<file path="config.mk">
export PLATFORM = sky130hd
export DESIGN_NAME = cache_ctrl
export DESIGN_NICKNAME = d
export VERILOG_FILES = /design/src/logic/cache_geom_pkg.sv /design/src/logic/cache_ops_pkg.sv /design/src/logic/cache_ctrl.sv
export SDC_FILE = /design/constraint.sdc
export NUM_CORES = 1
export LEC_CHECK = 0
export ABC_AREA = 0
export BUFFER_PORTS_ARGS = -buffer_cell sky130_fd_sc_hd__clkbuf_2
export CAP_MARGIN = 20
export CORE_AREA = 2 2 186 188
export DETAILED_ROUTE_END_ITERATION = 12
export DIE_AREA = 0 0 188 190
export SLEW_MARGIN = 20
export SYNTH_ARGS = -nofsm -noshare
export SYNTH_HDL_FRONTEND = slang
export SYNTH_SLANG_ARGS = --single-unit
</file>
<file path="constraint.sdc">
create_clock -name clk -period 3.35 [get_ports clk]
set_clock_uncertainty 0.1 [all_clocks]
set_input_delay 0.67 -clock clk [delete_from_list [all_inputs] [get_ports clk]]
set_output_delay 0.67 -clock clk [all_outputs]
set_load 0.005 [all_outputs]
</file>
<file path="src/logic/cache_geom_pkg.sv">
`default_nettype none

package cache_geom_pkg;

	// data path widths
	localparam int WORD_BITS = 32;
	localparam int ADDR_BITS = 32;

	// byte lanes per word
	localparam int LANES = WORD_BITS / 8;

	// one data word
	typedef logic [WORD_BITS-1:0] word_t;

	// byte address as seen by the core and by memory
	typedef logic [ADDR_BITS-1:0] addr_t;

	// one write enable per byte lane
	typedef logic [LANES-1:0] lane_mask_t;

endpackage

`default_nettype wire

</file>
<file path="src/logic/cache_ops_pkg.sv">
`default_nettype none

package cache_ops_pkg;

	// load kinds, signed and unsigned narrow loads
	typedef enum logic [2:0] {
		LOAD_BS = 3'd0,
		LOAD_HS = 3'd1,
		LOAD_W  = 3'd2,
		LOAD_BU = 3'd3,
		LOAD_HU = 3'd4
	} load_op_e;

	// store kinds
	typedef enum logic [1:0] {
		STORE_B = 2'd0,
		STORE_H = 2'd1,
		STORE_W = 2'd2
	} store_op_e;

	// one core request, 69 bits
	typedef struct packed {
		cache_geom_pkg::addr_t addr;
		cache_geom_pkg::word_t data;
		load_op_e load_op;
		store_op_e store_op;
	} core_req_t;

endpackage

`default_nettype wire

</file>
<file path="src/logic/cache_ctrl.sv">
`timescale 1ns/1ps
`default_nettype none

module cache_ctrl #(
	parameter int INDEX_BITS = 4,
	parameter int WORDS_LOG2 = 4,
	localparam int TAG_BITS = cache_geom_pkg::ADDR_BITS - INDEX_BITS - WORDS_LOG2 - 2
) (
	input  logic                       clk,
	input  logic                       rst,
	input  logic                       ren,
	input  logic                       wen,
	input  cache_ops_pkg::core_req_t   req,
	input  logic                       hit,
	input  logic                       hit_way,
	input  logic                       victim_way,
	input  logic                       victim_dirty,
	input  logic [TAG_BITS-1:0]        victim_tag,
	input  cache_geom_pkg::word_t      rd_word,
	input  cache_geom_pkg::word_t      load_data,
	input  cache_geom_pkg::lane_mask_t store_we,
	input  cache_geom_pkg::word_t      store_data,
	input  cache_geom_pkg::word_t      mem_dout,
	output logic                       rdy,
	output cache_geom_pkg::word_t      dout,
	output logic                       mem_ren,
	output logic                       mem_wen,
	output cache_geom_pkg::addr_t      mem_addr,
	output cache_geom_pkg::word_t      mem_din,
	output cache_ops_pkg::core_req_t   cur_req,
	output logic                       cur_wen,
	output logic [INDEX_BITS-1:0]      lookup_index,
	output logic [TAG_BITS-1:0]        lookup_tag,
	output logic                       tag_touch,
	output logic                       tag_fill,
	output logic                       tag_dirty,
	output logic                       ds_way,
	output logic [INDEX_BITS-1:0]      ds_set,
	output logic [WORDS_LOG2-1:0]      ds_word,
	output logic                       ds_read,
	output cache_geom_pkg::lane_mask_t ds_lane_we,
	output cache_geom_pkg::word_t      ds_lane_data
);
	import cache_geom_pkg::*;

	typedef enum logic [2:0] {
		IDLE,
		LOOKUP,
		ACCESS,
		WRITEBACK,
		FILL
	} state_e;

	state_e state;
	logic accept;
	// block word counter, top bit set means the last word is in flight
	logic [WORDS_LOG2:0] cnt;
	logic [WORDS_LOG2:0] cnt_prev;
	logic cnt_done;
	logic [WORDS_LOG2-1:0] req_word;

	assign accept = (state == IDLE) && rdy && (ren || wen);
	assign lookup_index = cur_req.addr[WORDS_LOG2+2 +: INDEX_BITS];
	assign lookup_tag = cur_req.addr[WORDS_LOG2+2+INDEX_BITS +: TAG_BITS];
	assign req_word = cur_req.addr[2 +: WORDS_LOG2];
	assign cnt_prev = cnt - 1'b1;
	assign cnt_done = cnt[WORDS_LOG2];

	always_ff @(posedge clk) begin
		if (rst) begin
			state <= IDLE;
			rdy <= 1'b0;
			dout <= '0;
			cur_wen <= 1'b0;
			cnt <= '0;
		end else begin
			case (state)
				IDLE: begin
					if (accept) begin
						cur_wen <= wen;
						rdy <= 1'b0;
						state <= LOOKUP;
					end else begin
						rdy <= 1'b1;
					end
				end
				LOOKUP: begin
					cnt <= '0;
					if (hit) begin
						state <= ACCESS;
					end else if (victim_dirty) begin
						state <= WRITEBACK;
					end else begin
						state <= FILL;
					end
				end
				ACCESS: begin
					if (!cur_wen) begin
						dout <= load_data;
					end
					rdy <= 1'b1;
					state <= IDLE;
				end
				WRITEBACK: begin
					cnt <= cnt + 1'b1;
					if (cnt_done) begin
						cnt <= '0;
						state <= FILL;
					end
				end
				FILL: begin
					cnt <= cnt + 1'b1;
					// replay through lookup, which now hits
					if (cnt_done) begin
						state <= LOOKUP;
					end
				end
				default: state <= IDLE;
			endcase
		end
	end

	always_ff @(posedge clk) begin
		if (accept) begin
			cur_req <= req;
		end
	end

	// victim way and tag hold still until the fill strobe
	always_comb begin
		mem_ren = 1'b0;
		mem_wen = 1'b0;
		mem_addr = '0;
		mem_din = '0;
		tag_touch = 1'b0;
		tag_fill = 1'b0;
		tag_dirty = 1'b0;
		ds_way = hit_way;
		ds_set = lookup_index;
		ds_word = req_word;
		ds_read = 1'b0;
		ds_lane_we = '0;
		ds_lane_data = store_data;
		case (state)
			LOOKUP: begin
				tag_touch = hit;
				tag_dirty = hit && cur_wen;
				ds_read = hit && !cur_wen;
				ds_lane_we = hit ? store_we : '0;
			end
			WRITEBACK: begin
				// read word n while word n-1 goes out to memory
				ds_way = victim_way;
				ds_word = cnt[WORDS_LOG2-1:0];
				ds_read = !cnt_done;
				mem_wen = (cnt != '0);
				mem_addr = {victim_tag, lookup_index, cnt_prev[WORDS_LOG2-1:0], 2'b00};
				mem_din = rd_word;
			end
			FILL: begin
				// request word n while word n-1 comes back
				ds_way = victim_way;
				ds_word = cnt_prev[WORDS_LOG2-1:0];
				ds_lane_we = {LANES{cnt != '0}};
				ds_lane_data = mem_dout;
				mem_ren = !cnt_done;
				mem_addr = {lookup_tag, lookup_index, cnt[WORDS_LOG2-1:0], 2'b00};
				tag_fill = cnt_done;
			end
			default: begin
			end
		endcase
	end

endmodule

`default_nettype wire

</file>
; Word-level counts from Yosys, hierarchy flattened
; Index checks and enable logic that the tools add are counted.
[word_totals]
ff_bits = 111
latch_bits = 0
mem_bits_rw = 0
rom_bits = 0
in_bits = 231
wordCells = 57
mem_count = 0
[op_classes]
n_addsub = 2
mul = 0
n_div = 0
n_lt_le_gt_ge = 0
n_eq_ne = 7
shift = 0
muxes = 23
n_bitwise = 1
n_reduce_logical = 15
[op_table]
columns = cell, n
row1 = $mux W32, 2
row2 = $pmux W32 S2, 1
row3 = $pmux W4 S2, 2
row4 = $mux W3, 5
row5 = $pmux W5 S3, 1
row6 = $pmux W3 S4, 1
row7 = $mux W1, 7
row8 = $eq A3 B2 Y1 const B, 2
row9 = $ne A2 B2 Y1 const B, 3
row10 = $add A5 B1 Y5 const B, 1
row11 = $mux W5, 1
row12 = $reduce_bool A5 Y1, 1
row13 = $logic_and A1 B1 Y1, 4
row14 = $mux W4, 1
row15 = $pmux W1 S2, 2
row16 = $reduce_and A2 Y1, 2
row17 = $sub A4 B1 Y4 const B, 1
row18 = $eq A3 B1 Y1 const B, 1
row19 = $eq A3 B3 Y1 const B, 1
row20 = $logic_not A3 Y1, 1
row21 = $reduce_and A3 Y1, 1
row22 = $reduce_bool A3 Y1, 1
row23 = $logic_not A1 Y1, 2
row24 = $reduce_bool A2 Y1, 1
row25 = other kinds (3), 3

; Depth between registers and ports, before layout
; Gate-level depths: netlist of run 1.
[depth]
ltp_word = 5
mapped_depth = 7
mapped_depth_nobuf = 5

; Worst setup path before layout of run 1
; No wires, ideal clock.
[synth_timing]
kind = input to register
start = input port wen
end = register cur_wen
setup_ns = 0.128
arrival_time_ns = 2.793
required_ns = 3.122
setup_slack_ns = 0.329
cell_stages = 4
cell_sequence = o21ai_0 and2b_1 mux2i_1 nor2_1
[synth_between]
elab_chain_len = 3
[synth_lines]
columns = element, line
row1 = "start, declared", cache_ctrl.sv:12  ; input logic wen,
row2 = $logic_or A1 B1 Y1, cache_ctrl.sv:62  ; assign accept = (state == IDLE) && rdy && (ren || wen);
row3 = $logic_and A1 B1 Y1, cache_ctrl.sv:62
row4 = net accept, cache_ctrl.sv:55  ; logic accept;
row5 = $reduce_and A2 Y1 (no line), n/a
row6 = "end signal, assigned", cache_ctrl.sv:80  ; cur_wen <= wen;
row7 = "end, declared", cache_ctrl.sv:31  ; output logic cur_wen,
; The timed path passes the listed nets, and every way through them passes these cells.
; A chain may end at the register's enable or synchronous reset.

; Worst setup path in the final report of run 1
[layout_timing]
start = register state[0]
end = output port ds_word[0]
[layout_between]
elab_chain_len = 2
word_cells_on_any_way = 3
classes_between = eq/ne (2) / mux (1)
[layout_lines]
columns = element, line
row1 = "start, declared", cache_ctrl.sv:54  ; state_e state;
row2 = "start signal, assigned", cache_ctrl.sv:71  ; state <= IDLE;
row3 = "start signal, assigned", cache_ctrl.sv:82  ; state <= LOOKUP;
row4 = "start signal, assigned", cache_ctrl.sv:90  ; state <= ACCESS;
row5 = $eq A3 B3 Y1 / $eq A3 B2 Y1 (equally long branches), cache_ctrl.sv:144  ; case (state)
row6 = $pmux W4 S2 (*), cache_ctrl.sv:144
row7 = "end, declared", cache_ctrl.sv:39  ; output logic [WORDS_LOG2-1:0] ds_word,
; Every way passes the cells marked *; elsewhere a longest branch is shown, timed or not.

==> results of run 1 <==
[metal layers]
metal  GRT usage [%]  vias up  wire (microns)
met5               0        -               0
met4            4.51        0             451
met2            18.5      293           10300
li1                -     2612               -
met1            13.5     2503            8710
met3            3.23       13            1690
[worst paths after layout]
path / start / to / slack, ns / cells after the start
setup / recovery: state[0]$_SDFFE_PP0P_ / ds_word[0] / 0.23 / 5
hold / removal: dout[6]$_SDFFE_PP0P_ / dout[6]$_SDFFE_PP0P_ / 0.36 / 2
setup reg to reg: state[0]$_SDFFE_PP0P_ / cur_req[18]$_DFFE_PP_ / 1.33 / 3
hold reg to reg: dout[6]$_SDFFE_PP0P_ / dout[6]$_SDFFE_PP0P_ / 0.36 / 2
[area by class of cell]
cell class / instances / area share [%]
timing repair buffer: 479 / 30.2
multi-input combinational: 352 / 22.9
clock buffer: 9 / 2.77
inverter: 3 / 0.139
antenna: 1 / 0.0308
tap: 455 / 7.00
sequential: 111 / 35.8
clock inverter: 7 / 1.11
[power breakdown]
| group | total [mW] | leakage [nW] | switching (mW) | internal (mW) |
|---|---|---|---|---|
| clock | 1.16 | 0.156 | 0.560 | 0.603 |
| combinational | 1.32 | 2.83 | 0.727 | 0.595 |
| sequential | 1.97 | 0.980 | 0.216 | 1.76 |
[per-stage QoR]
stage	area [sq um]	std cells	hold WS, ns	total power, mW
after floorplan	5240	534	0.353	2.67
after global placement	7810	1400	0.342	3.33
after detailed placement	7810	1400	0.348	3.35
after CTS	8130	1416	0.334	4.54
after global routing	8130	1417	0.332	4.74
final	8130	1417	0.359	4.46
[critical path: stages, from the launching register on]
cell and delay [ns]:
sky130_fd_sc_hd__dfxtp_1 0.71, sky130_fd_sc_hd__and3b_2 0.32, sky130_fd_sc_hd__buf_4 0.43, sky130_fd_sc_hd__a211oi_1 0.13
sky130_fd_sc_hd__a21oi_1 0.20, sky130_fd_sc_hd__clkbuf_2 0.15
[state kept, by name (all words and copies together), names as in the netlist]
register,count
state,3
cnt,5
dout,32
cur_req,69
cur_wen,1
rdy,1
[cells in the mapped netlist (2+ instances only)]
master,n
sky130_fd_sc_hd__nor2_1,18
sky130_fd_sc_hd__a211oi_1,3
sky130_fd_sc_hd__nor2b_1,5
sky130_fd_sc_hd__or3_1,2
sky130_fd_sc_hd__buf_4,37
sky130_fd_sc_hd__clkbuf_1,8
sky130_fd_sc_hd__clkbuf_2,3
sky130_fd_sc_hd__nor3_1,5
sky130_fd_sc_hd__buf_6,6
sky130_fd_sc_hd__nand2_1,168
sky130_fd_sc_hd__o31ai_1,2
sky130_fd_sc_hd__nand2b_1,6
sky130_fd_sc_hd__mux2i_1,3
sky130_fd_sc_hd__xor2_1,2
sky130_fd_sc_hd__nand3b_1,2
sky130_fd_sc_hd__o21ai_0,10
sky130_fd_sc_hd__dfxtp_1,42
sky130_fd_sc_hd__inv_1,3
sky130_fd_sc_hd__edfxtp_1,69
sky130_fd_sc_hd__buf_2,14
sky130_fd_sc_hd__a22o_1,22
sky130_fd_sc_hd__a21oi_1,40
sky130_fd_sc_hd__a221o_1,2
sky130_fd_sc_hd__and2_1,34
sky130_fd_sc_hd__ha_1,4
[logic make-up (layout without fill, tap and decap cells)]
| kind of cell | count (synthesis) | after routing | share of synthesized area (%) |
|---|---|---|---|
| AOI/OAI and AO/OA | 89 | 89 | 11.3 |
| xor gates and xnor gates | 2 | 2 | 0.335 |
| adders and majority gates | 4 | 4 | 0.956 |
| buffers and inverters | 71 | 498 | 9.01 |
| DFF | 111 | 111 | 55.6 |
| muxes | 4 | 4 | 0.788 |
| other | 1 | 3 | 0.0716 |
| and+or+nand+nor | 251 | 251 | 21.9 |
[cell usage in the layout (no fill, tap or decap), types with 5 or more instances in the layout]
cell / n
sky130_fd_sc_hd__clkbuf_2: 472
sky130_fd_sc_hd__nand2_1: 168
sky130_fd_sc_hd__edfxtp_1: 69
sky130_fd_sc_hd__dfxtp_1: 41
sky130_fd_sc_hd__a21oi_1: 40
sky130_fd_sc_hd__and2_1: 34
sky130_fd_sc_hd__a22o_1: 22
sky130_fd_sc_hd__nor2_1: 18
sky130_fd_sc_hd__o21ai_0: 10
sky130_fd_sc_hd__clkbuf_16: 9
sky130_fd_sc_hd__nor2b_1: 5
sky130_fd_sc_hd__nand2b_1: 5
sky130_fd_sc_hd__nor3_1: 5
[timing repair]
action,in CTS,in global routing
endpoints found under the setup margin,0,1
resized for setup,0,1
hold endpoints to repair,0,0
==> impl_metrics.prom, run 1 <==
# TYPE chip_impl_metric gauge
chip_impl_metric{name="pre_cts_slack",unit="ns"} 0.537
chip_impl_metric{name="crit_fanout",unit=""} 55
chip_impl_metric{name="track_usage",unit="%"} 11.1
chip_impl_metric{name="tightest_slew",unit="ns"} 0.928
chip_impl_info{name="clock_tree.root_cell",value="sky130_fd_sc_hd__clkbuf_16"} 1
chip_impl_metric{name="drv_cap",unit=""} 0
chip_impl_metric{name="hold_viol",unit=""} 0
chip_impl_metric{name="layout_min_cycle_time",unit="ns"} 3.12
chip_impl_metric{name="cts.sink_count",unit=""} 111
chip_impl_info{name="synth.top_cells.by_area",value="sky130_fd_sc_hd__edfxtp_1 (40%), sky130_fd_sc_hd__dfxtp_1 (16%), sky130_fd_sc_hd__nand2_1 (12%)"} 1
chip_impl_info{name="synth_top_cell_by_area",value="sky130_fd_sc_hd__edfxtp_1"} 1
chip_impl_metric{name="layout-area-overhead-vs-synth",unit="%"} 55.2
chip_impl_metric{name="dieArea",unit="sq um"} 35700
chip_impl_info{name="worstHoldPathType",value="reg2reg"} 1
chip_impl_metric{name="timing.setup.tns",unit="ns"} 0
chip_impl_metric{name="synth_edf_count",unit=""} 69
chip_impl_metric{name="synthesis.area_per_instance",unit="sq um"} 9.83
chip_impl_metric{name="synth_top_area_share",unit="%"} 39.6
chip_impl_metric{name="drt-wirelength-per-cell",unit="microns"} 15.0
chip_impl_metric{name="initial_core_util",unit="%"} 15.4
chip_impl_info{name="unrepaired_setup_endpoints_after_global_routing",value="false"} 1
chip_impl_info{name="run_status",value="finished clean"} 1
chip_impl_metric{name="clock_tree.buffer_depth",unit=""} 2
chip_impl_metric{name="cp_data_required_time",unit="ns"} 2.58
chip_impl_metric{name="achievable-frequency",unit="MHz"} 320
chip_impl_metric{name="grt_pass1_wl",unit="microns"} 29200
chip_impl_metric{name="htreeDepth",unit=""} 3
chip_impl_metric{name="clk_lat_worst_skew",unit="ns"} 0.37
chip_impl_metric{name="fillerInstances",unit=""} 3736
chip_impl_info{name="worstSetupStartpointType",value="register"} 1
chip_impl_metric{name="cell_pwr_density",unit="nW/um^2"} 549
chip_impl_metric{name="io_pins",unit=""} 475
chip_impl_metric{name="number_of_slew_limit_violations_in_the_final_report",unit=""} 0
chip_impl_metric{name="layout_setup_ws",unit="ns"} 0.230
chip_impl_info{name="cts_tree",value="built"} 1
chip_impl_metric{name="hold_buffers",unit=""} 0
chip_impl_metric{name="cp_data_arrival_time",unit="ns"} 2.35
chip_impl_info{name="worstSetupPathType",value="reg2out"} 1
chip_impl_metric{name="multi_input_area",unit="sq um"} 1860
chip_impl_metric{name="setup-violations-final",unit=""} 0
chip_impl_metric{name="grt.overflow.total",unit=""} 0
chip_impl_metric{name="total_cts_buffers",unit=""} 9
chip_impl_metric{name="postRouteWirelength",unit="microns"} 21200
chip_impl_info{name="ys_dominant_reg_cell",value="sky130_fd_sc_hd__edfxtp_1"} 1
chip_impl_metric{name="core_area",unit="sq um"} 33900
chip_impl_metric{name="grt_antenna_before_repair",unit=""} 1
chip_impl_metric{name="yosys_register_bits",unit=""} 111
chip_impl_metric{name="final_antenna_net_count",unit=""} 0
chip_impl_metric{name="finish.net_count",unit=""} 1191
chip_impl_info{name="timing.critical_path.to_type",value="primary output"} 1
chip_impl_metric{name="cts_setup_buffers",unit=""} 0
chip_impl_metric{name="drt_iter0_drc",unit=""} 294
chip_impl_metric{name="via_count_of_the_first_global_routing_pass",unit=""} 4901
chip_impl_metric{name="fp.dieW",unit="microns"} 188
chip_impl_metric{name="dieHeight",unit="microns"} 190
chip_impl_metric{name="async_reset_ff_share",unit="%"} 0
chip_impl_metric{name="grt_start_max_net_pins",unit=""} 64
chip_impl_metric{name="p_leak",unit="nW"} 3.96
chip_impl_metric{name="maxSlewHeadroom",unit="%"} 38.2
chip_impl_metric{name="drt-pass1-iter-count",unit=""} 4
chip_impl_metric{name="synth_sequential_area_ratio",unit="%"} 55.6
chip_impl_metric{name="drive_gt1_share",unit="%"} 53.0
chip_impl_metric{name="viasPerCell",unit=""} 3.83
chip_impl_metric{name="irDropWorstVdd",unit="mV"} 0.475
chip_impl_metric{name="gp_routability_congestion",unit=""} 0.763
chip_impl_metric{name="detailedPlacementHpwl",unit="microns"} 17300
chip_impl_metric{name="final-seq-area",unit="sq um"} 2910
chip_impl_metric{name="synth_area",unit="sq um"} 5240
chip_impl_metric{name="drc",unit=""} 0
chip_impl_metric{name="port_buffers",unit=""} 472
chip_impl_metric{name="postLayoutCoreUtil",unit="%"} 23.9
chip_impl_metric{name="synthDistinctLibCells",unit=""} 48
chip_impl_metric{name="num_vias",unit=""} 5421
chip_impl_metric{name="synthesis.instances",unit=""} 533
chip_impl_metric{name="final_cycle_share",unit="%"} 93.1
chip_impl_metric{name="ys_warn_count",unit=""} 0
chip_impl_metric{name="clkSlewWorstSetupHoldPaths",unit="ns"} 0.08
chip_impl_metric{name="fp-row-count",unit=""} 68
No activity file was read; power rests on OpenSTA's default activity.
==> run 2, diff against run 1 <==
==> constraint.sdc (replaced) <==
create_clock -name clk -period 2.9 [get_ports clk]
set_clock_uncertainty 0.1 [all_clocks]
set_input_delay 0.58 -clock clk [delete_from_list [all_inputs] [get_ports clk]]
set_output_delay 0.58 -clock clk [all_outputs]
set_load 0.005 [all_outputs]
==> run 2 against run 1 <==
  * Design area increased by 0.62%
  * Die area unchanged
  * Worst hold slack got worse by 0.083 ns
  * Wire length decreased by 1.1%
  * Register-to-register slack got worse by 0.33 ns
  * First-iteration DRC count decreased by 6.5%
==> impl_metrics.prom, run 2 (synthesis gave the netlist of run 1 again) <==
# TYPE chip_impl_metric gauge
chip_impl_info{name="run_status",value="finished clean"} 1
chip_impl_metric{name="cp_data_required_time",unit="ns"} 2.22
chip_impl_metric{name="critical_path_buf_inv_count",unit=""} 1
chip_impl_metric{name="drc",unit=""} 0
chip_impl_info{name="unrepaired_setup_endpoints_after_global_routing",value="false"} 1
chip_impl_metric{name="grt_antenna_before_repair",unit=""} 3
chip_impl_metric{name="irDropWorstVdd",unit="mV"} 0.422
chip_impl_metric{name="stdcell_area",unit="sq um"} 8180
chip_impl_metric{name="drv_cap",unit=""} 0
chip_impl_metric{name="fp-row-count",unit=""} 68
chip_impl_metric{name="viasPerCell",unit=""} 3.85
chip_impl_info{name="worstSetupPathType",value="reg2out"} 1
chip_impl_metric{name="layout-area-overhead-vs-synth",unit="%"} 56.2
chip_impl_metric{name="grt_pass1_wl",unit="microns"} 29100
chip_impl_metric{name="final_antenna_net_count",unit=""} 0
chip_impl_metric{name="via_count_of_the_first_global_routing_pass",unit=""} 4877
chip_impl_metric{name="setup-violations-final",unit=""} 0
chip_impl_info{name="largest-register",value="cur_req"} 1
chip_impl_info{name="holdCritStartpoint",value="req[4]"} 1
chip_impl_info{name="reg_top3",value="cur_req x69, dout x32, cnt x5"} 1
chip_impl_info{name="clock_tree.root_cell",value="sky130_fd_sc_hd__clkbuf_16"} 1
chip_impl_info{name="cts_tree",value="built"} 1
chip_impl_metric{name="cell_pwr_density",unit="nW/um^2"} 632
chip_impl_info{name="cpLargestDelayFamily",value="flip-flops"} 1
chip_impl_metric{name="clk_lat_worst_skew",unit="ns"} 0.37
chip_impl_metric{name="drt_iter0_drc",unit=""} 275
chip_impl_metric{name="fp.dieW",unit="microns"} 188
chip_impl_metric{name="io_pins",unit=""} 475
chip_impl_metric{name="cts_setup_buffers",unit=""} 0
chip_impl_metric{name="dieArea",unit="sq um"} 35700
chip_impl_info{name="worstSetupStartpointType",value="register"} 1
chip_impl_metric{name="placement.cell_area",unit="sq um"} 7850
chip_impl_metric{name="clkSlewWorstSetupHoldPaths",unit="ns"} 0.08
chip_impl_metric{name="crit_path_max_incr_delay",unit="ns"} 0.59
chip_impl_info{name="worst_hold_path.endpoint",value="cur_req[4]$_DFFE_PP_"} 1
chip_impl_info{name="regToRegStartpoint",value="state[1]$_SDFFE_PP0P_"} 1
chip_impl_metric{name="maxSlewHeadroom",unit="%"} 58.1
chip_impl_metric{name="port_buffers",unit=""} 472
chip_impl_metric{name="tightest_slew",unit="ns"} 0.628
chip_impl_metric{name="dieHeight",unit="microns"} 190
chip_impl_metric{name="ff2ff_setup_slack",unit="ns"} 1.00
chip_impl_metric{name="track_usage",unit="%"} 11.0
chip_impl_info{name="slowest_stage",value="sky130_fd_sc_hd__dfxtp_1"} 1
chip_impl_metric{name="gp_routability_congestion",unit=""} 0.736
chip_impl_metric{name="num_vias",unit=""} 5480
chip_impl_metric{name="drt-pass1-iter-count",unit=""} 4
chip_impl_metric{name="drt-wirelength-per-cell",unit="microns"} 14.7
chip_impl_info{name="leading_cell_type_in_the_layout_fill_and_taps_excluded",value="sky130_fd_sc_hd__clkbuf_2"} 1
chip_impl_metric{name="rr_worst_depth",unit=""} 3
chip_impl_metric{name="clock_tree.buffer_depth",unit=""} 2
chip_impl_metric{name="initial_core_util",unit="%"} 15.4
chip_impl_metric{name="timing.setup.tns",unit="ns"} 0
chip_impl_metric{name="hold_path_depth",unit=""} 1
chip_impl_info{name="layout.cells.most_common_list",value="sky130_fd_sc_hd__clkbuf_2 (472), sky130_fd_sc_hd__nand2_1 (168), sky130_fd_sc_hd__edfxtp_1 (69), sky130_fd_sc_hd__a21oi_1 (40), sky130_fd_sc_hd__dfxtp_1 (40)"} 1
chip_impl_metric{name="drive_gt1_share",unit="%"} 53.3
chip_impl_metric{name="grt_start_max_net_pins",unit=""} 65
chip_impl_metric{name="grt.overflow.total",unit=""} 0
chip_impl_info{name="timing.rr.end",value="cur_req[68]$_DFFE_PP_"} 1
chip_impl_metric{name="total_cts_buffers",unit=""} 9
chip_impl_metric{name="postRouteWirelength",unit="microns"} 21000
chip_impl_info{name="cp_cell_sequence",value="nand3b_1 -> o31ai_1 -> clkbuf_2"} 1
chip_impl_metric{name="hold_viol",unit=""} 0
chip_impl_metric{name="layout_min_cycle_time",unit="ns"} 2.70
chip_impl_metric{name="finish.net_count",unit=""} 1195
chip_impl_metric{name="cp_data_arrival_time",unit="ns"} 2.02
chip_impl_metric{name="max_reg_flops",unit=""} 69
chip_impl_metric{name="cts.sink_count",unit=""} 111
chip_impl_metric{name="final_cycle_share",unit="%"} 93.1
chip_impl_metric{name="p_leak",unit="nW"} 3.98
chip_impl_metric{name="achievable-frequency",unit="MHz"} 370
chip_impl_metric{name="number_of_slew_limit_violations_in_the_final_report",unit=""} 0
chip_impl_metric{name="htreeDepth",unit=""} 3
chip_impl_metric{name="detailedPlacementHpwl",unit="microns"} 17300
chip_impl_metric{name="crit_fanout",unit=""} 11
chip_impl_info{name="timing.critical_path.to_type",value="primary output"} 1
chip_impl_metric{name="core_area",unit="sq um"} 33900
chip_impl_info{name="worstHoldPathType",value="in2reg"} 1
==> run 2: final cells by class <==
cell class	count	area [sq um]
fill	3723	25800
sequential	111	2920
timing repair buffer	483	2490
multi-input combinational	352	1860
tap	455	569
clock buffer	9	225
clock inverter	7	88.8
inverter	3	11.3
antenna	4	10.0
==> run 2: repair_timing <==
item | CTS | global route
endpoints found under the setup margin | 2 | 26
hold buffers | 0 | 0
gates resized for setup | 3 | 1
==> run 2: routing by layer <==
metal	track usage (%)	up-vias	wire, microns
met1	13.6	2548	8560
met3	3.52	23	1990
met2	17.7	286	9890
li1	-	2623	-
met4	4.69	0	519
met5	0	-	0
==> run 2: worst max path at each step <==
stage	startpoint	end	slack [ns]	cells past startpoint
after floorplan	wen	cur_wen$_SDFFE_PP0P_	0.65	4
after global placement	state[0]$_SDFFE_PP0P_	mem_addr[4]	0.47	3
after detailed placement	state[0]$_SDFFE_PP0P_	mem_addr[4]	0.37	3
after CTS	state[1]$_SDFFE_PP0P_	ds_word[2]	0.07	5
after global routing	state[1]$_SDFFE_PP0P_	mem_addr[4]	0.03	5
final	state[1]$_SDFFE_PP0P_	mem_addr[5]	0.20	3
==> run 2: stage by stage <==
stage	instances	worst slack, ns	total power, mW	util [%]	hold slack, ns
3_5_place_dp	1404	0.368	3.89	23.1	0.347
2_1_floorplan	534	0.654	3.08	-	0.353
4_1_cts	1420	0.0694	5.26	24.1	0.250
5_1_grt	1422	0.0295	5.49	24.1	0.250
6_report	1424	0.200	5.17	24.1	0.276
3_3_place_gp	1404	0.467	3.86	23.1	0.343
==> run 2: report_power, final <==
part	leakage, nW	internal [mW]	switching (mW)
clock	0.152	0.695	0.646
sequential	0.980	2.03	0.240
combinational	2.85	0.711	0.848
total	3.98	3.44	1.73
